[src/uart_bridge_pkg.sv]
`default_nettype none

package uart_bridge_pkg;

  localparam int NUM_CHANNELS      = 4;
  localparam int BIT_CYCLES        = 16;  // simulation baud, raise for a real board
  localparam int GAP_BITS          = 4;
  localparam int RESP_TIMEOUT_BITS = 32;

  // start, eight data, parity, stop
  localparam int FRAME_BITS     = 11;
  localparam int GAP_CYCLES     = GAP_BITS * BIT_CYCLES;
  localparam int TIMEOUT_CYCLES = RESP_TIMEOUT_BITS * BIT_CYCLES;
  localparam int CNT_W          = $clog2(TIMEOUT_CYCLES + 1);

  typedef logic [1:0]       chan_t;
  typedef logic [15:0]      cmd_t;   // [15] write, [14:8] address, [7:0] data
  typedef logic [7:0]       byte_t;
  typedef logic [1:0]       status_t;
  typedef logic [CNT_W-1:0] bit_cnt_t;

  localparam status_t STATUS_OK         = 2'd0;
  localparam status_t STATUS_PARITY_ERR = 2'd1;
  localparam status_t STATUS_TIMEOUT    = 2'd2;

endpackage

`default_nettype wire

[src/cmd_dispatch.sv]
`timescale 1ns/1ps
`default_nettype none

module cmd_dispatch (
  input  logic                                     clk,
  input  logic                                     rst_n,
  input  logic                                     cmd_req,
  output logic                                     cmd_ack,
  input  uart_bridge_pkg::chan_t                   cmd_chan,
  input  uart_bridge_pkg::cmd_t                    cmd_word,
  output logic [uart_bridge_pkg::NUM_CHANNELS-1:0] go_req,
  input  logic [uart_bridge_pkg::NUM_CHANNELS-1:0] go_ack,
  output uart_bridge_pkg::cmd_t                    go_word
);

  import uart_bridge_pkg::*;

  typedef enum logic [1:0] {S_IDLE, S_GO, S_GO_DROP, S_ACK} state_t;

  state_t state;
  chan_t  chan_q;

  // only the addressed channel sees a request
  assign go_req  = (state == S_GO) ? (NUM_CHANNELS'(1) << chan_q) : '0;
  assign cmd_ack = (state == S_ACK);

  always_ff @(posedge clk or negedge rst_n)
  begin
    if (!rst_n)
    begin
      state  <= S_IDLE;
      chan_q <= '0;
    end
    else
    begin
      case (state)
        S_IDLE:
          if (cmd_req)
          begin
            chan_q <= cmd_chan;
            state  <= S_GO;
          end
        S_GO:      if (go_ack[chan_q]) state <= S_GO_DROP;   // a busy channel stalls here
        S_GO_DROP: if (!go_ack[chan_q]) state <= S_ACK;
        S_ACK:     if (!cmd_req) state <= S_IDLE;
        default:   state <= S_IDLE;
      endcase
    end
  end

  always_ff @(posedge clk)
  begin
    if (state == S_IDLE && cmd_req)
      go_word <= cmd_word;
  end

endmodule

`default_nettype wire

[config.mk]
export PLATFORM = sky130hd
export DESIGN_NAME = cmd_dispatch
export DESIGN_NICKNAME = d
export VERILOG_FILES = /design/src/uart_bridge_pkg.sv /design/src/cmd_dispatch.sv
export SDC_FILE = /design/constraint.sdc
export NUM_CORES = 1
export LEC_CHECK = 0
export BUFFER_PORTS_ARGS = -buffer_cell sky130_fd_sc_hd__buf_2
export CAP_MARGIN = 5
export CORE_MARGIN = 4
export CORE_UTILIZATION = 44
export DETAILED_ROUTE_END_ITERATION = 8
export HOLD_SLACK_MARGIN = 0.02
export PLACE_DENSITY = 0.8
export SETUP_SLACK_MARGIN = 0.1
export SKIP_CTS_REPAIR_TIMING = 1
export SLEW_MARGIN = 25
export SYNTH_ARGS = -nofsm -noshare
export SYNTH_HDL_FRONTEND = slang
export SYNTH_SLANG_ARGS = --single-unit
[constraint.sdc]
create_clock -name clk -period 2.89 [get_ports clk]
set_input_delay 0.578 -clock clk [delete_from_list [all_inputs] [get_ports clk]]
set_output_delay 0.578 -clock clk [all_outputs]
set_load 0.01 [all_outputs]
* Word-level counts from Yosys, hierarchy flattened
Index checks and enable logic that the tools add are counted.
** Operators by class
- Order comparisons :: 1
- Equal/unequal tests :: 7
- Shift-type cells :: 1
- Multiplexer cells :: 8
- Reductions and logical operators :: 4
** Operators with widths (number)
- $mux W2 :: 4
- $pmux W2 S4 :: 1
- $ne A2 B2 Y1 const B :: 3
- $eq A2 B2 Y1 const B :: 2
- $mux W4 :: 1
- $reduce_and A4 Y1 :: 1
- $shl A1 B2 Y4 const A :: 1
- $lt A2 B3 Y1 const B :: 1
- $bmux W1 S2 :: 1
- $eq A2 B1 Y1 const B :: 1
- $logic_not A2 Y1 :: 1
- $ne A2 B1 Y1 const B :: 1
- $reduce_and A2 Y1 :: 1
- $logic_and A1 B1 Y1 :: 1
- $mux W1 :: 1
** Storage, ports and cells
- Register bits after elaboration :: 20
- Bits of input ports :: 25
- Output and inout port bits :: 21

* Logic depth before layout (Yosys ltp)
- Depth in word-level cells :: 4
- Mapped depth :: 6

* Least setup slack after synthesis
No wires, ideal clock.
- Path kind :: input to register
- Start point :: input port go_ack[3] (netlist name)
- End point :: register state[1]
- Setup time :: 0.125 ns
- Data arrival time :: 1.550 ns
- Slack :: 1.215 ns
- Stages on the path :: 4
- Cells stage by stage :: mux4_2 > o21ai_2 > a21oi_2 > mux2_4
** Between the ends
- Cells in the longest elaborated chain, start to end :: 4
** RTL lines
- start, declared :: line cmd_dispatch.sv:12 : input logic [uart_bridge_pkg::NUM_CHANNELS-1:0] go_ack,
- $bmux W1 S2 * :: line cmd_dispatch.sv:43, cmd_dispatch.sv:44
- $mux W1 (not written as such) * :: line cmd_dispatch.sv:43, cmd_dispatch.sv:44
- $ne A2 B2 Y1 (no line) / $ne A2 B1 Y1 (equally long branches)
- $reduce_and A4 Y1 (no line) *
- end signal, assigned :: line cmd_dispatch.sv:43 : S_GO: if (go_ack[chan_q]) state <= S_GO_DROP;
- end signal, assigned :: line cmd_dispatch.sv:44 : S_GO_DROP: if (!go_ack[chan_q]) state <= S_ACK;
- end signal, assigned :: line cmd_dispatch.sv:45 : S_ACK: if (!cmd_req) state <= S_IDLE;
- end, declared :: line cmd_dispatch.sv:20 : state_t state;
Every way passes the cells marked *; elsewhere a longest branch is shown, timed or not. The select of a mux whose other input is x is not followed.
A chain may end at the register's enable or synchronous reset.

* Worst setup path in the final report
- Start point :: register state[1]
- End point :: output port go_req[2] (netlist name)
** Between the ends
- Cells in the longest elaborated chain, start to end :: 2
** RTL lines
- start signal, assigned :: line cmd_dispatch.sv:31 : state <= S_IDLE;
- start signal, assigned :: line cmd_dispatch.sv:41 : state <= S_GO;
- start signal, assigned :: line cmd_dispatch.sv:43
- $eq A2 B1 Y1 :: line cmd_dispatch.sv:24 : assign go_req = (state == S_GO) ? (NUM_CHANNELS'(1) << chan_q) : '0;
- $mux W4 :: line cmd_dispatch.sv:24
- end, declared :: line cmd_dispatch.sv:11 : output logic [uart_bridge_pkg::NUM_CHANNELS-1:0] go_req,
Every way passes these cells.

==> impl_metrics.csv <==
group,metric,value,unit
run_status,status,"complete, no violations",
global_routing,overflow,0,
clock_tree,clockBufferDepth,2,
synth,yosysUniqueCellTypes,16,
synth,syn_area_per_cell,18.3,µm²
synth,synth_most_common_cell,"edfxtp_1",
routing,routedWlPerCell,12.7,µm
placement,place_area,1040,µm²
setup_path,path_class,"reg -> out",
routing,drc,0,
worst_hold_path,min_path_type,"in -> async",
layout,final_nets,123,
synth,ys_top_cells_by_area,"edfxtp_1 (61%), dfrtp_1 (13%), ha_1 (7.9%), mux2_2 (2.9%), mux4_2 (2.9%)",
synth,syn-num-nets,73,
sta,tightest_slew,546,ps
synth,synth_edf_count,16,
routing,vias,548,
global_routing,grt_pass1_vias,559,
power,p_leak,0.509,nW
clock_tree,clock_latency,290,ps
floorplan,core_area,1710,µm²
placement,dp.cells,113,
sta,tns,0,ps
sta,fin_ws,859,ps
floorplan,initial_core_util,46.2,%
setup_path,worst_setup_path_start_kind,"flop",
synth,synth_top_area_share,61.0,%
floorplan,die_h,50.3,µm
floorplan,ios,46,
routing,dr.pass1.iters,3,
synth,yosys.area.top_type,"edfxtp_1",
sta,fmax,492,MHz
sta,hold_violations,0,
power,power_density,856,nW/µm²
global_routing,met3_usage,4.45,%
layout,fin_area,1080,µm²
layout,diodes,0,
synth,synth_seq_cells,20,
synth,synth-main-ff-cell,"edfxtp_1",
placement,dp_slack,1050,ps
clock_tree,root_buffer,"clkbuf_4",
floorplan,rows,15,
clock_tree,htreeDepth,1,
global_routing,top_usage_layer,"met2",
sta,min_period,2030,ps
clock_tree,path_clk_slew,100,ps
sta,rsz0062_at_grt,"false",
setup_path,worst_ep_arrival_time,1450,ps
layout,final_util,63.3,%
sta,fin_crit_sh,70.3,%
floorplan,dieArea,2530,µm²
setup_path,cp_max_fo,4,
synth,ys_warn_count,0,
setup_path,rr_worst_depth,4,
layout,num-fill-cells,140,
sta,setup_viol_count_final,0,
routing,drtIter0Drc,1,
layout,multi_input_area,193,µm²
synth,async_flop_share,20.0,%
setup_path,required,2310,ps
power,ir_drop,0.522,mV
global_routing,met1_usage,11.5,%
floorplan,dieWidth,50.3,µm
layout,seq_area,581,µm²
synth,seq_area_frac_synth,73.7,%
setup_path,rrSetupSlack,1230,ps
clock_tree,cts_tree,"yes",
synth,syn-cell-area,788,µm²
sta,finClkSkew,8.04,ps
global_routing,antenna_found_initial,0,
layout,layout-drive-gt1-share,62.0,%
clock_tree,cts_buffers,3,
sta,slew_headroom,63.5,%
placement,dpl.hpwl,1240,µm
global_routing,gr-usage-met2,21.1,%
layout,finalNonFillerCells,117,
synth,ys_top_cells_by_count,"edfxtp_1 (16), ha_1 (5), dfrtp_1 (4), inv_1 (4)",
global_routing,grt_pass1_wl,2260,µm
placement,gp_congestion,0.760,
routing,routed_wl,1490,µm
routing,drtAntennaViolNets,0,
sta,drv_slew,0,
layout,area_delta_synth_final,37.1,%
global_routing,grt_max_degree,17,
setup_path,rr_endpoint,"state[1]",
setup_path,worstSetupEndpointType,"primary output",
clock_tree,cts.sinks,20,
synth,netlist_instances,43,
routing,via_per_inst,4.68,
run,maxCapViolations,0,
global_routing,track_usage,12.7,%
placement,io_buffers,45,
setup_path,r2r-start,"chan_q[0]",
## stage by stage
stage	power, mW	hold WS (ps)
3_3_place_gp	0.762	386
2_1_floorplan	0.666	282
3_5_place_dp	0.786	388
5_1_grt	0.986	46.2
6_report	0.925	69.3
4_1_cts	0.938	63.1
## metal layers
| metal | routed length [µm] | share of wire (%) | vias to the layer above |
|---|---|---|---|
| li1 | - | - | 258 |
| met1 | 491 | 33 | 247 |
| met2 | 749 | 50 | 37 |
| met3 | 179 | 12 | 6 |
| met4 | 67 | 4.5 | 0 |
| met5 | 0 | 0 | - |
## power by group
part | internal [mW] | switching (mW)
combinational | 0.164 | 0.172
sequential | 0.390 | 0.0481
clock | 0.0767 | 0.0745
total | 0.631 | 0.294
## worst max-delay path: stages, from the launching register on
cell and delay, ps:
dfrtp_1 440, inv_1 120, ha_1 200, inv_1 80, nor3b_1 170, buf_2 150
## area by class of cell
cell class	instances	share of cell area, %
multi-input combinational	19	17.8
clock buffer	4	3.36
inverter	4	1.39
timing repair buffer	45	20.8
tap	25	2.89
sequential	20	53.7
## cells by family (layout without fill, tap and decap cells)
| family | after synthesis | after routing | synth area share (%) |
|---|---|---|---|
| buffers and inverters | 4 | 53 | 1.90 |
| flip-flops | 20 | 20 | 73.7 |
| AND/OR/NAND/NOR | 6 | 6 | 3.97 |
| adder cells (fa/ha/maj) | 5 | 5 | 7.94 |
| AO/OA/AOI/OAI | 3 | 3 | 3.65 |
| multiplexers | 5 | 5 | 8.89 |
## state kept, by name, summed over array words and instances (netlist names)
register / cells
chan_q: 2
state: 2
go_word: 16
## cells in the final DEF, fill, tap and decap left out
master	synthesis	final
and3_2	1	1
mux2i_1	1	1
clkbuf_8	0	1
mux4_2	1	1
nand2_1	2	2
nor3b_1	1	1
o32a_2	1	1
mux2_2	2	2
o21ai_2	1	1
mux2_4	1	1
buf_2	0	45
dfrtp_1	4	4
nor2_1	1	1
a21oi_2	1	1
ha_1	5	5
edfxtp_1	16	16
clkbuf_4	0	3
inv_1	4	4
nor3_1	1	1
## how the worst max path moves through the flow
stage | startpoint | endpoint | slack [ps] | depth (start not counted)
2_1_floorplan | go_ack[3] | state[1] | 1210 | 4
3_3_place_gp | go_ack[3] | state[1] | 1100 | 5
3_5_place_dp | go_ack[3] | state[1] | 1050 | 5
4_1_cts | state[1] | go_req[2] | 840 | 5
5_1_grt | state[1] | go_req[2] | 710 | 5
6_report | state[1] | go_req[2] | 860 | 5
(Power assumes the default switching activity.)
