===== src/uart_bridge_pkg.sv =====
`default_nettype none

package uart_bridge_pkg;

  localparam int NUM_CHANNELS      = 4;
  localparam int BIT_CYCLES        = 16;  // simulation baud, raise for a real board
  localparam int GAP_BITS          = 4;
  localparam int RESP_TIMEOUT_BITS = 32;

  // start, eight data, parity, stop
  localparam int FRAME_BITS     = 11;
  localparam int GAP_CYCLES     = GAP_BITS * BIT_CYCLES;
  localparam int TIMEOUT_CYCLES = RESP_TIMEOUT_BITS * BIT_CYCLES;
  localparam int CNT_W          = $clog2(TIMEOUT_CYCLES + 1);

  typedef logic [1:0]       chan_t;
  typedef logic [15:0]      cmd_t;   // [15] write, [14:8] address, [7:0] data
  typedef logic [7:0]       byte_t;
  typedef logic [1:0]       status_t;
  typedef logic [CNT_W-1:0] bit_cnt_t;

  localparam status_t STATUS_OK         = 2'd0;
  localparam status_t STATUS_PARITY_ERR = 2'd1;
  localparam status_t STATUS_TIMEOUT    = 2'd2;

endpackage

`default_nettype wire


===== src/uart_cmd_channel.sv =====
`timescale 1ns/1ps
`default_nettype none

module uart_cmd_channel (
  input  logic                     clk,
  input  logic                     rst_n,
  input  logic                     go_req,
  output logic                     go_ack,
  input  uart_bridge_pkg::cmd_t    go_word,
  output logic                     rd_req,
  input  logic                     rd_ack,
  output uart_bridge_pkg::byte_t   rd_data,
  output uart_bridge_pkg::status_t rd_status,
  output logic                     tx,
  input  logic                     rx
);

  import uart_bridge_pkg::*;

  typedef enum logic [2:0] {
    S_IDLE, S_TX_HI, S_GAP, S_TX_LO, S_RD_WAIT, S_RD_OFFER, S_RD_DROP
  } state_t;

  state_t   state;
  cmd_t     word_q;
  bit_cnt_t gap_cnt;
  logic     accept;
  logic     tx_start;
  byte_t    tx_byte;
  logic     tx_done;
  logic     rx_start;
  logic     rx_done;
  byte_t    rx_byte;
  status_t  rx_status;

  assign accept  = (state == S_IDLE) && go_req && !go_ack;
  assign tx_byte = (state == S_TX_LO) ? word_q[7:0] : word_q[15:8];

  uart_frame_tx tx_i (
    .clk      (clk),
    .rst_n    (rst_n),
    .tx_start (tx_start),
    .tx_byte  (tx_byte),
    .tx_done  (tx_done),
    .tx       (tx)
  );

  uart_frame_rx rx_i (
    .clk       (clk),
    .rst_n     (rst_n),
    .rx_start  (rx_start),
    .rx        (rx),
    .rx_done   (rx_done),
    .rx_byte   (rx_byte),
    .rx_status (rx_status)
  );

  always_ff @(posedge clk or negedge rst_n)
  begin
    if (!rst_n)
    begin
      state    <= S_IDLE;
      go_ack   <= 1'b0;
      rd_req   <= 1'b0;
      tx_start <= 1'b0;
      rx_start <= 1'b0;
      gap_cnt  <= '0;
    end
    else
    begin
      tx_start <= accept;
      rx_start <= 1'b0;
      if (accept)
        go_ack <= 1'b1;
      else if (!go_req)
        go_ack <= 1'b0;
      case (state)
        S_IDLE: if (accept) state <= S_TX_HI;
        S_TX_HI:
          if (tx_done && word_q[15])
          begin
            state   <= S_GAP;
            gap_cnt <= '0;
          end
          else if (tx_done)
          begin
            state    <= S_RD_WAIT;
            rx_start <= 1'b1;
          end
        S_GAP:
          if (gap_cnt == bit_cnt_t'(GAP_CYCLES - 2))
          begin
            state    <= S_TX_LO;
            tx_start <= 1'b1;  // low byte goes out right after the gap
          end
          else
            gap_cnt <= gap_cnt + 1'b1;
        S_TX_LO: if (tx_done) state <= S_IDLE;
        S_RD_WAIT:
          if (rx_done)
          begin
            rd_req <= 1'b1;
            state  <= S_RD_OFFER;
          end
        S_RD_OFFER:
          if (rd_ack)
          begin
            rd_req <= 1'b0;
            state  <= S_RD_DROP;
          end
        S_RD_DROP: if (!rd_ack) state <= S_IDLE;
        default:   state <= S_IDLE;
      endcase
    end
  end

  always_ff @(posedge clk)
  begin
    if (accept)
      word_q <= go_word;
    if (state == S_RD_WAIT && rx_done)
    begin
      rd_data   <= rx_byte;
      rd_status <= rx_status;
    end
  end

endmodule

`default_nettype wire


===== src/uart_frame_rx.sv =====
`timescale 1ns/1ps
`default_nettype none

module uart_frame_rx (
  input  logic                     clk,
  input  logic                     rst_n,
  input  logic                     rx_start,
  input  logic                     rx,
  output logic                     rx_done,
  output uart_bridge_pkg::byte_t   rx_byte,
  output uart_bridge_pkg::status_t rx_status
);

  import uart_bridge_pkg::*;

  typedef enum logic [1:0] {S_IDLE, S_WAIT, S_RECV} state_t;

  state_t     state;
  logic       rx_meta;
  logic       rx_sync;
  logic       rx_prev;
  bit_cnt_t   cnt;       // timeout window in S_WAIT, bit time in S_RECV
  logic [3:0] bit_idx;
  byte_t      data_q;
  logic       par_q;
  logic       start_edge;
  logic       timed_out;
  logic       mid_bit;
  logic       last_bit;

  assign start_edge = (state == S_WAIT) && rx_prev && !rx_sync;
  assign timed_out  = (state == S_WAIT) && !start_edge &&
                      (cnt == bit_cnt_t'(TIMEOUT_CYCLES - 1));
  assign mid_bit    = (state == S_RECV) && (cnt == bit_cnt_t'(BIT_CYCLES / 2 - 1));
  assign last_bit   = mid_bit && (bit_idx == 4'(FRAME_BITS - 1));

  always_ff @(posedge clk or negedge rst_n)
  begin
    if (!rst_n)
    begin
      rx_meta <= 1'b1;
      rx_sync <= 1'b1;
      rx_prev <= 1'b1;
    end
    else
    begin
      rx_meta <= rx;
      rx_sync <= rx_meta;
      rx_prev <= rx_sync;
    end
  end

  always_ff @(posedge clk or negedge rst_n)
  begin
    if (!rst_n)
    begin
      state   <= S_IDLE;
      cnt     <= '0;
      bit_idx <= '0;
      rx_done <= 1'b0;
    end
    else
    begin
      rx_done <= timed_out || last_bit;
      case (state)
        S_IDLE:
          if (rx_start)
          begin
            state <= S_WAIT;
            cnt   <= '0;
          end
        S_WAIT:
          if (start_edge)
          begin
            state   <= S_RECV;
            cnt     <= '0;
            bit_idx <= '0;
          end
          else if (timed_out)
            state <= S_IDLE;
          else
            cnt <= cnt + 1'b1;
        S_RECV:
          if (last_bit)
            state <= S_IDLE;  // done at the middle of the stop bit
          else if (cnt == bit_cnt_t'(BIT_CYCLES - 1))
          begin
            cnt     <= '0;
            bit_idx <= bit_idx + 4'd1;
          end
          else
            cnt <= cnt + 1'b1;
        default: state <= S_IDLE;
      endcase
    end
  end

  always_ff @(posedge clk)
  begin
    if (mid_bit && bit_idx == 4'(FRAME_BITS - 2))
      par_q <= rx_sync;
    else if (mid_bit && bit_idx != 4'd0 && bit_idx < 4'(FRAME_BITS - 2))
      data_q <= {rx_sync, data_q[7:1]};  // lsb arrives first
    if (timed_out)
    begin
      rx_byte   <= '0;
      rx_status <= STATUS_TIMEOUT;
    end
    else if (last_bit)
    begin
      rx_byte   <= data_q;
      rx_status <= (par_q == ~^data_q) ? STATUS_OK : STATUS_PARITY_ERR;
    end
  end

endmodule

`default_nettype wire


===== src/uart_frame_tx.sv =====
`timescale 1ns/1ps
`default_nettype none

module uart_frame_tx (
  input  logic                   clk,
  input  logic                   rst_n,
  input  logic                   tx_start,
  input  uart_bridge_pkg::byte_t tx_byte,
  output logic                   tx_done,
  output logic                   tx
);

  import uart_bridge_pkg::*;

  logic       busy;
  bit_cnt_t   bit_cnt;   // cycles into the current bit
  logic [3:0] bit_idx;   // 0 start, 1..8 data, 9 parity, 10 stop
  logic [9:0] shreg;     // bits still to send, stop on top
  logic       load;
  logic       bit_end;

  assign load    = tx_start && !busy;
  assign bit_end = busy && (bit_cnt == bit_cnt_t'(BIT_CYCLES - 1));
  assign tx_done = bit_end && (bit_idx == 4'(FRAME_BITS - 1));

  always_ff @(posedge clk or negedge rst_n)
  begin
    if (!rst_n)
    begin
      busy    <= 1'b0;
      bit_cnt <= '0;
      bit_idx <= '0;
      tx      <= 1'b1;
    end
    else if (load)
    begin
      busy    <= 1'b1;
      bit_cnt <= '0;
      bit_idx <= '0;
      tx      <= 1'b0;  // start bit
    end
    else if (bit_end)
    begin
      bit_cnt <= '0;
      if (tx_done)
      begin
        busy <= 1'b0;
        tx   <= 1'b1;
      end
      else
      begin
        bit_idx <= bit_idx + 4'd1;
        tx      <= shreg[0];
      end
    end
    else if (busy)
      bit_cnt <= bit_cnt + 1'b1;
  end

  // odd parity: data plus parity bit hold an odd number of ones
  always_ff @(posedge clk)
  begin
    if (load)
      shreg <= {1'b1, ~^tx_byte, tx_byte};
    else if (bit_end)
      shreg <= {1'b1, shreg[9:1]};
  end

endmodule

`default_nettype wire


===== config.mk =====
export PLATFORM = sky130hd
export DESIGN_NAME = uart_cmd_channel
export DESIGN_NICKNAME = d
export VERILOG_FILES = /design/src/uart_bridge_pkg.sv /design/src/uart_cmd_channel.sv /design/src/uart_frame_rx.sv /design/src/uart_frame_tx.sv
export SDC_FILE = /design/constraint.sdc
export NUM_CORES = 1
export LEC_CHECK = 0
export BUFFER_PORTS_ARGS = -buffer_cell sky130_fd_sc_hd__buf_2
export CAP_MARGIN = 15
export CORE_ASPECT_RATIO = 2
export CORE_MARGIN = 4
export CORE_UTILIZATION = 50
export CTS_CLUSTER_SIZE = 12
export DETAILED_ROUTE_END_ITERATION = 6
export GPL_ROUTABILITY_DRIVEN = 0
export PLACE_DENSITY = 0.67
export SETUP_SLACK_MARGIN = 0.4
export SLEW_MARGIN = 40
export SYNTH_ARGS = -nofsm -noshare
export SYNTH_HDL_FRONTEND = slang
export SYNTH_SLANG_ARGS = --single-unit

===== constraint.sdc =====
create_clock -name clk -period 5.95 [get_ports clk]
set_clock_uncertainty 0.1 [all_clocks]
set_input_delay 0 -clock clk [delete_from_list [all_inputs] [get_ports clk]]
set_output_delay 0 -clock clk [all_outputs]
set_load 0.1 [all_outputs]

Word level (Yosys, flattened, before mapping)

Cells that the tools add are included.

Add/sub/neg operators: 5
Order comparisons: 1
Eq/ne operators: 35
Mux-type cells: 53
Bitwise operators: 1
Reductions and logical operators: 42

Operator list:

| kind                    | count |
|---|---|
| $mux W10                | 10 |
| $add A10 B1 Y10 const B | 3 |
| $pmux W10 S3            | 1 |
| $mux W3                 | 8 |
| $mux W4                 | 6 |
| $pmux W3 S7             | 1 |
| $eq A10 B4 Y1 const B   | 2 |
| $ne A2 B2 Y1 const B    | 10 |
| $pmux W10 S2            | 1 |
| $mux W9                 | 2 |
| $logic_and A1 B1 Y1     | 16 |
| $mux W1                 | 16 |
| $reduce_xnor A8 Y1      | 2 |
| $eq A4 B4 Y1 const B    | 3 |
| $eq A10 B3 Y1 const B   | 1 |
| $eq A10 B6 Y1 const B   | 1 |
| $eq A10 B9 Y1 const B   | 1 |
| $ne A2 B1 Y1 const B    | 5 |
| $reduce_bool A2 Y1      | 5 |
| $eq A3 B3 Y1 const B    | 3 |
| $reduce_and A3 Y1       | 3 |
| $add A4 B1 Y4 const B   | 2 |
| $mux W2                 | 4 |
| $mux W8                 | 1 |
| other kinds (22)        | 30 |

Flip-flop bits (word level): 107
Input bits: 21

Longest topological paths before layout

Word-level depth: 9
Gate-level depth with buffers: 10
Mapped depth without buffers: 7

Modules after synthesis

Synthesis repeated with hierarchy kept, for this count alone.

Cells, all modules: 447
Area total of the unflattened synthesis: 5067.4 sq um

Modules (own cells, without submodules):

| module           | instances | cells each | area an instance (sq um) |
|---|---|---|---|
| uart_frame_rx    | 1         | 182        | 1923.1 |
| uart_cmd_channel | 1         | 139        | 1851.8 |
| uart_frame_tx    | 1         | 126        | 1292.5 |

Least setup slack after synthesis

OpenSTA, ideal clock, no wires.

Path kind: flip-flop to flip-flop
From: register go_ack
To: register word_q[0] (enable)
Arrival time: 1.824 ns
Required time: 5.459 ns
Slack: 3.635 ns
Cell stages (with the launch flop): 3
Path buffers: 0
Clock period less this slack: 2.315 ns
Cells stage by stage: dfrtp_1 > nand2b_1 > nor2b_1

Longest elaborated chain between the ends: 2

Ends and longest elaborated chain:

| element                | line                    | RTL |
|---|---|---|
| start, declared        | uart_cmd_channel.sv:8   | `output logic go_ack,` |
| start signal, assigned | uart_cmd_channel.sv:63  | `go_ack <= 1'b0;` |
| start signal, assigned | uart_cmd_channel.sv:74  | `go_ack <= 1'b1;` |
| start signal, assigned | uart_cmd_channel.sv:76  | `go_ack <= 1'b0;` |
| $logic_not A1 Y1       | uart_cmd_channel.sv:36  | `assign accept = (state == S_IDLE) && go_req && !go_ack;` |
| $logic_and A1 B1 Y1    | uart_cmd_channel.sv:36  |  |
| named net accept       | uart_cmd_channel.sv:27  | `logic accept;` |
| end signal, assigned   | uart_cmd_channel.sv:120 | `word_q <= go_word;` |
| end, declared          | uart_cmd_channel.sv:25  | `cmd_t word_q;` |

The timed path passes the listed nets, and every way through them passes these cells.
A chain may end at the register's enable or synchronous reset.

Final worst setup path

From: register tx_i.bit_idx[0]
To: register gap_cnt[0]

Longest elaborated chain between the ends: 5

Ends and longest elaborated chain:

| element                            | line                   | RTL |
|---|---|---|
| start, declared                    | uart_frame_tx.sv:17    | `logic [3:0] bit_idx;` |
| start signal, assigned             | uart_frame_tx.sv:52    | `bit_idx <= bit_idx + 4'd1;` |
| $eq A4 B4 Y1                       | uart_frame_tx.sv:24    | `assign tx_done = bit_end && (bit_idx == 4'(FRAME_BITS - 1));` |
| $logic_and A1 B1 Y1                | uart_frame_tx.sv:24    |  |
| $logic_and A1 B1 Y1                | uart_cmd_channel.sv:80 | `if (tx_done && word_q[15])` |
| $ne A2 B2 Y1 (no source line)      | --                     |  |
| $reduce_and A3 Y1 (no source line) | --                     |  |
| end signal, assigned               | uart_cmd_channel.sv:97 | `gap_cnt <= gap_cnt + 1'b1;` |
| end, declared                      | uart_cmd_channel.sv:26 | `bit_cnt_t gap_cnt;` |

No other way between the ends.

==> flow_metrics.tcl <==
set metrics [dict create \
    status "complete, no violations" \
    ios 34 \
    syn-cell-area_um2 4996 \
    grt_pass1_vias 3597 \
    grt_pass1_wl_mm 16.39 \
    cellLeakagePower_nw 2.495 \
    hold_class "primary input to async pin" \
    cts_tree "yes" \
    p_total_mw 1.397 \
    grt_setup_unrepaired "no" \
    crit_chain "inv_1 -> ha_1 -> and3b_1 -> nand4_1 -> nor3_2 -> nor2_1 -> mux2_2" \
    area_growth_pct 16.25 \
    routed_wl_mm 9.328 \
    required_ns 6.08 \
    worst_slew_pin_slew_ns 0.7713 \
    p_switching_uw 284.8 \
    slowest_stage "nor3_2" \
    crit_family "simple AND/OR/NAND/NOR gates" \
    arrival_ns 2.61 \
    path_clk_slew_ns 0.07 \
    end_kind "flip-flop" \
    num_vias 3356 \
    die_area_um2 11750 \
    grt_start_max_net_pins 54 \
    swShare 0.2039 \
    start_kind "flip-flop" \
    ys_seq_area_frac 0.5710 \
    synth_area_per_cell_um2 11.76 \
    io_buffers 33 \
    rr_startpoint "tx_i.bit_idx[0]$_DFFE_PN0P_" \
    nFillCells 799 \
    dr.pass1.iters 4 \
    die_h_um 149.4 \
    multi_input_area_um2 2046 \
    n_antenna_cell 0 \
    seqCellArea_um2 2853 \
    drv_cap 0 \
    drtIter0Drc 120 \
    clock.fmax_mhz 404.0 \
    combPwrFrac 0.018 \
    final_hold_viol_count 0 \
    cts_setup_buffers 0 \
    clockPowerShare 0.433 \
    groute.usage.overall 0.1778 \
    initial_core_util 0.5117 \
    coreArea_um2 9763 \
    finalMaxSlewViolations 0 \
    wl_per_cell_um 15.12 \
    finalCriticalPeriod_ns 2.475 \
    dp_hpwl_mm 6.667 \
    cts_buffers 9 \
    path_buf_inv 1 \
    critPathLaunch "tx_i.bit_idx[0]$_DFFE_PN0P_" \
    netlist-cell-type-count 61 \
    synth_edf_count 44 \
    syn_nets 460 \
    cts_max_level 3 \
    drive_above_1_share 0.1464 \
    worst_path_largest_cell_delay_ns 0.62 \
    drcViolationCount 0 \
    slew_headroom 0.4839 \
    worstSetupPathType "flip-flop to flip-flop" \
    finalSetupViolCount 0 \
    synth-seq-cells 107 \
    final_common_cell "dfrtp_1" \
    via_per_inst 5.439 \
    fin_setup_tns_ns 0 \
    antenna_found_initial 0 \
    rows 51 \
    power_density_nw_per_um2 240.5 \
    die_w_um 78.68 \
    cts.sinks 107 \
    most-common-layout-cells "dfrtp_1, edfxtp_1, nor2_1, buf_2, nand2_1" \
    p_int_mw 1.112 \
    peakVddDrop_uv 183.8 \
    clock_tree.root_cell "clkbuf_16" \
    clk_latency_ns 0.35 \
    p_seq_frac 0.549 \
    synth_cells 425 \
    clockBufferDepth 2 \
    period_share 0.4160 \
    ant_nets 0 \
    synth-main-ff-cell "dfrtp_1" \
    crit_fanout 9 \
    gr-total-overflow 0 \
    fin_nets 515 \
    async_flop_share 0.4953 \
    ys_warn_count 0 \
]
==> synth_stat cells (all sizes together), types with 3 or more instances <==
cell type,instances,share of area
a211oi,3,0.0055
a21oi,8,0.0088
a22o,4,0.0070
a32o,4,0.0080
and3,15,0.019
and4,4,0.0070
buf,4,0.0058
clkbuf,8,0.0060
dfrtp,49,0.25
dfstp,4,0.021
dfxtp,10,0.040
edfxtp,44,0.26
ha,14,0.035
inv,15,0.011
mux2i,21,0.042
nand2,29,0.022
nand2b,7,0.0088
nand3,13,0.014
nand4,10,0.013
nor2,39,0.030
nor2b,7,0.0088
nor3,6,0.0080
nor4,4,0.0075
o211ai,9,0.014
o21a,4,0.0060
o21ai,16,0.016
o2bb2ai,6,0.011
or3,3,0.0038
xnor2,23,0.040
xor2,14,0.025
==> through the flow <==
| stage | hold slack [ns] | std cells | area (um2) | setup WS (ns) | utilization |
|---|---|---|---|---|---|
| floorplan | -0.3956 | 425 | 4996 | 3.635 | - |
| global placement | 0.02282 | 581 | 5290 | 3.545 | 0.5418 |
| detailed placement | 0.01146 | 581 | 5308 | 3.490 | 0.5436 |
| CTS | 0.2094 | 617 | 5808 | 3.457 | 0.5949 |
| global route | 0.2207 | 617 | 5808 | 3.289 | 0.5949 |
| finish | 0.1934 | 617 | 5808 | 3.475 | 0.5949 |
==> flip-flops by register name, summed over array words and instances (netlist names), 2 cells and up <==
signal	count
rx_i.rx_status	2
gap_cnt	10
word_q	16
rx_i.data_q	8
rd_status	2
rx_i.bit_idx	4
rx_i.rx_byte	8
tx_i.shreg	9
tx_i.bit_idx	4
rx_i.state	2
rd_data	8
tx_i.bit_cnt	10
rx_i.cnt	10
state	3
==> cells by family after synthesis <==
group | after synthesis | synth area share
AND/OR/NAND/NOR | 151 | 0.1643
AO/OA/AOI/OAI | 66 | 0.09517
multiplexers | 23 | 0.04658
buffers and inverters | 27 | 0.02304
XOR/XNOR | 37 | 0.06486
flip-flops | 107 | 0.5710
adder cells (fa/ha/maj) | 14 | 0.03506
==> worst min-delay path, delay by kind of cell <==
family   cells  cell delay [ns]
buf+inv      3             1.12
==> path summary, 6_finish.rpt <==
kind                                                     to  slack (ns)  cells past startpoint
worst max-delay path                 gap_cnt[0]$_DFFE_PN0P_        3.47                      7
worst min-delay path            tx_i.bit_cnt[3]$_DFFE_PN0P_        0.19                      3
worst max register to register       gap_cnt[0]$_DFFE_PN0P_        3.47                      7
worst min register to register       rx_i.rx_sync$_DFF_PN1_        0.26                      0
max in group asynchronous           rx_i.cnt[7]$_DFFE_PN0P_        5.08                      3
min in group clk                     rx_i.rx_meta$_DFF_PN1_        0.23                      2
==> timing repair <==
item	in CTS	in global routing
hold buffers	20	0
endpoints found under the hold margin	71	0
resized for setup	0	0
==> power by group through the flow <==
stage	clock network, mW	registers (mW)	logic [mW]
6_report	0.604	0.767	0.0257
2_1_floorplan	0	0.782	0.00114
4_1_cts	0.620	0.766	0.0262
3_5_place_dp	0	0.782	0.0160
3_3_place_gp	0	0.782	0.0157
5_1_grt	0.650	0.766	0.0292
==> final cells by class <==
cell class / count / share of cell area
Multi-Input combinational cell: 291 / 0.3522
Sequential cell: 107 / 0.4912
Timing Repair Buffer: 56 / 0.06678
Inverter: 15 / 0.009694
Clock buffer: 10 / 0.03942
Clock inverter: 6 / 0.01228
Tap cell: 132 / 0.02844
==> routing by layer <==
layer / up-vias / GRT usage / share of wire
met3: 19 / 0.03809 / 0.028
met2: 63 / 0.3339 / 0.56
met4: 0 / 0.08757 / 0.028
met5: - / 0 / 0
met1: 1624 / 0.1805 / 0.38
li1: 1650 / - / -
(Power assumes the default switching activity.)
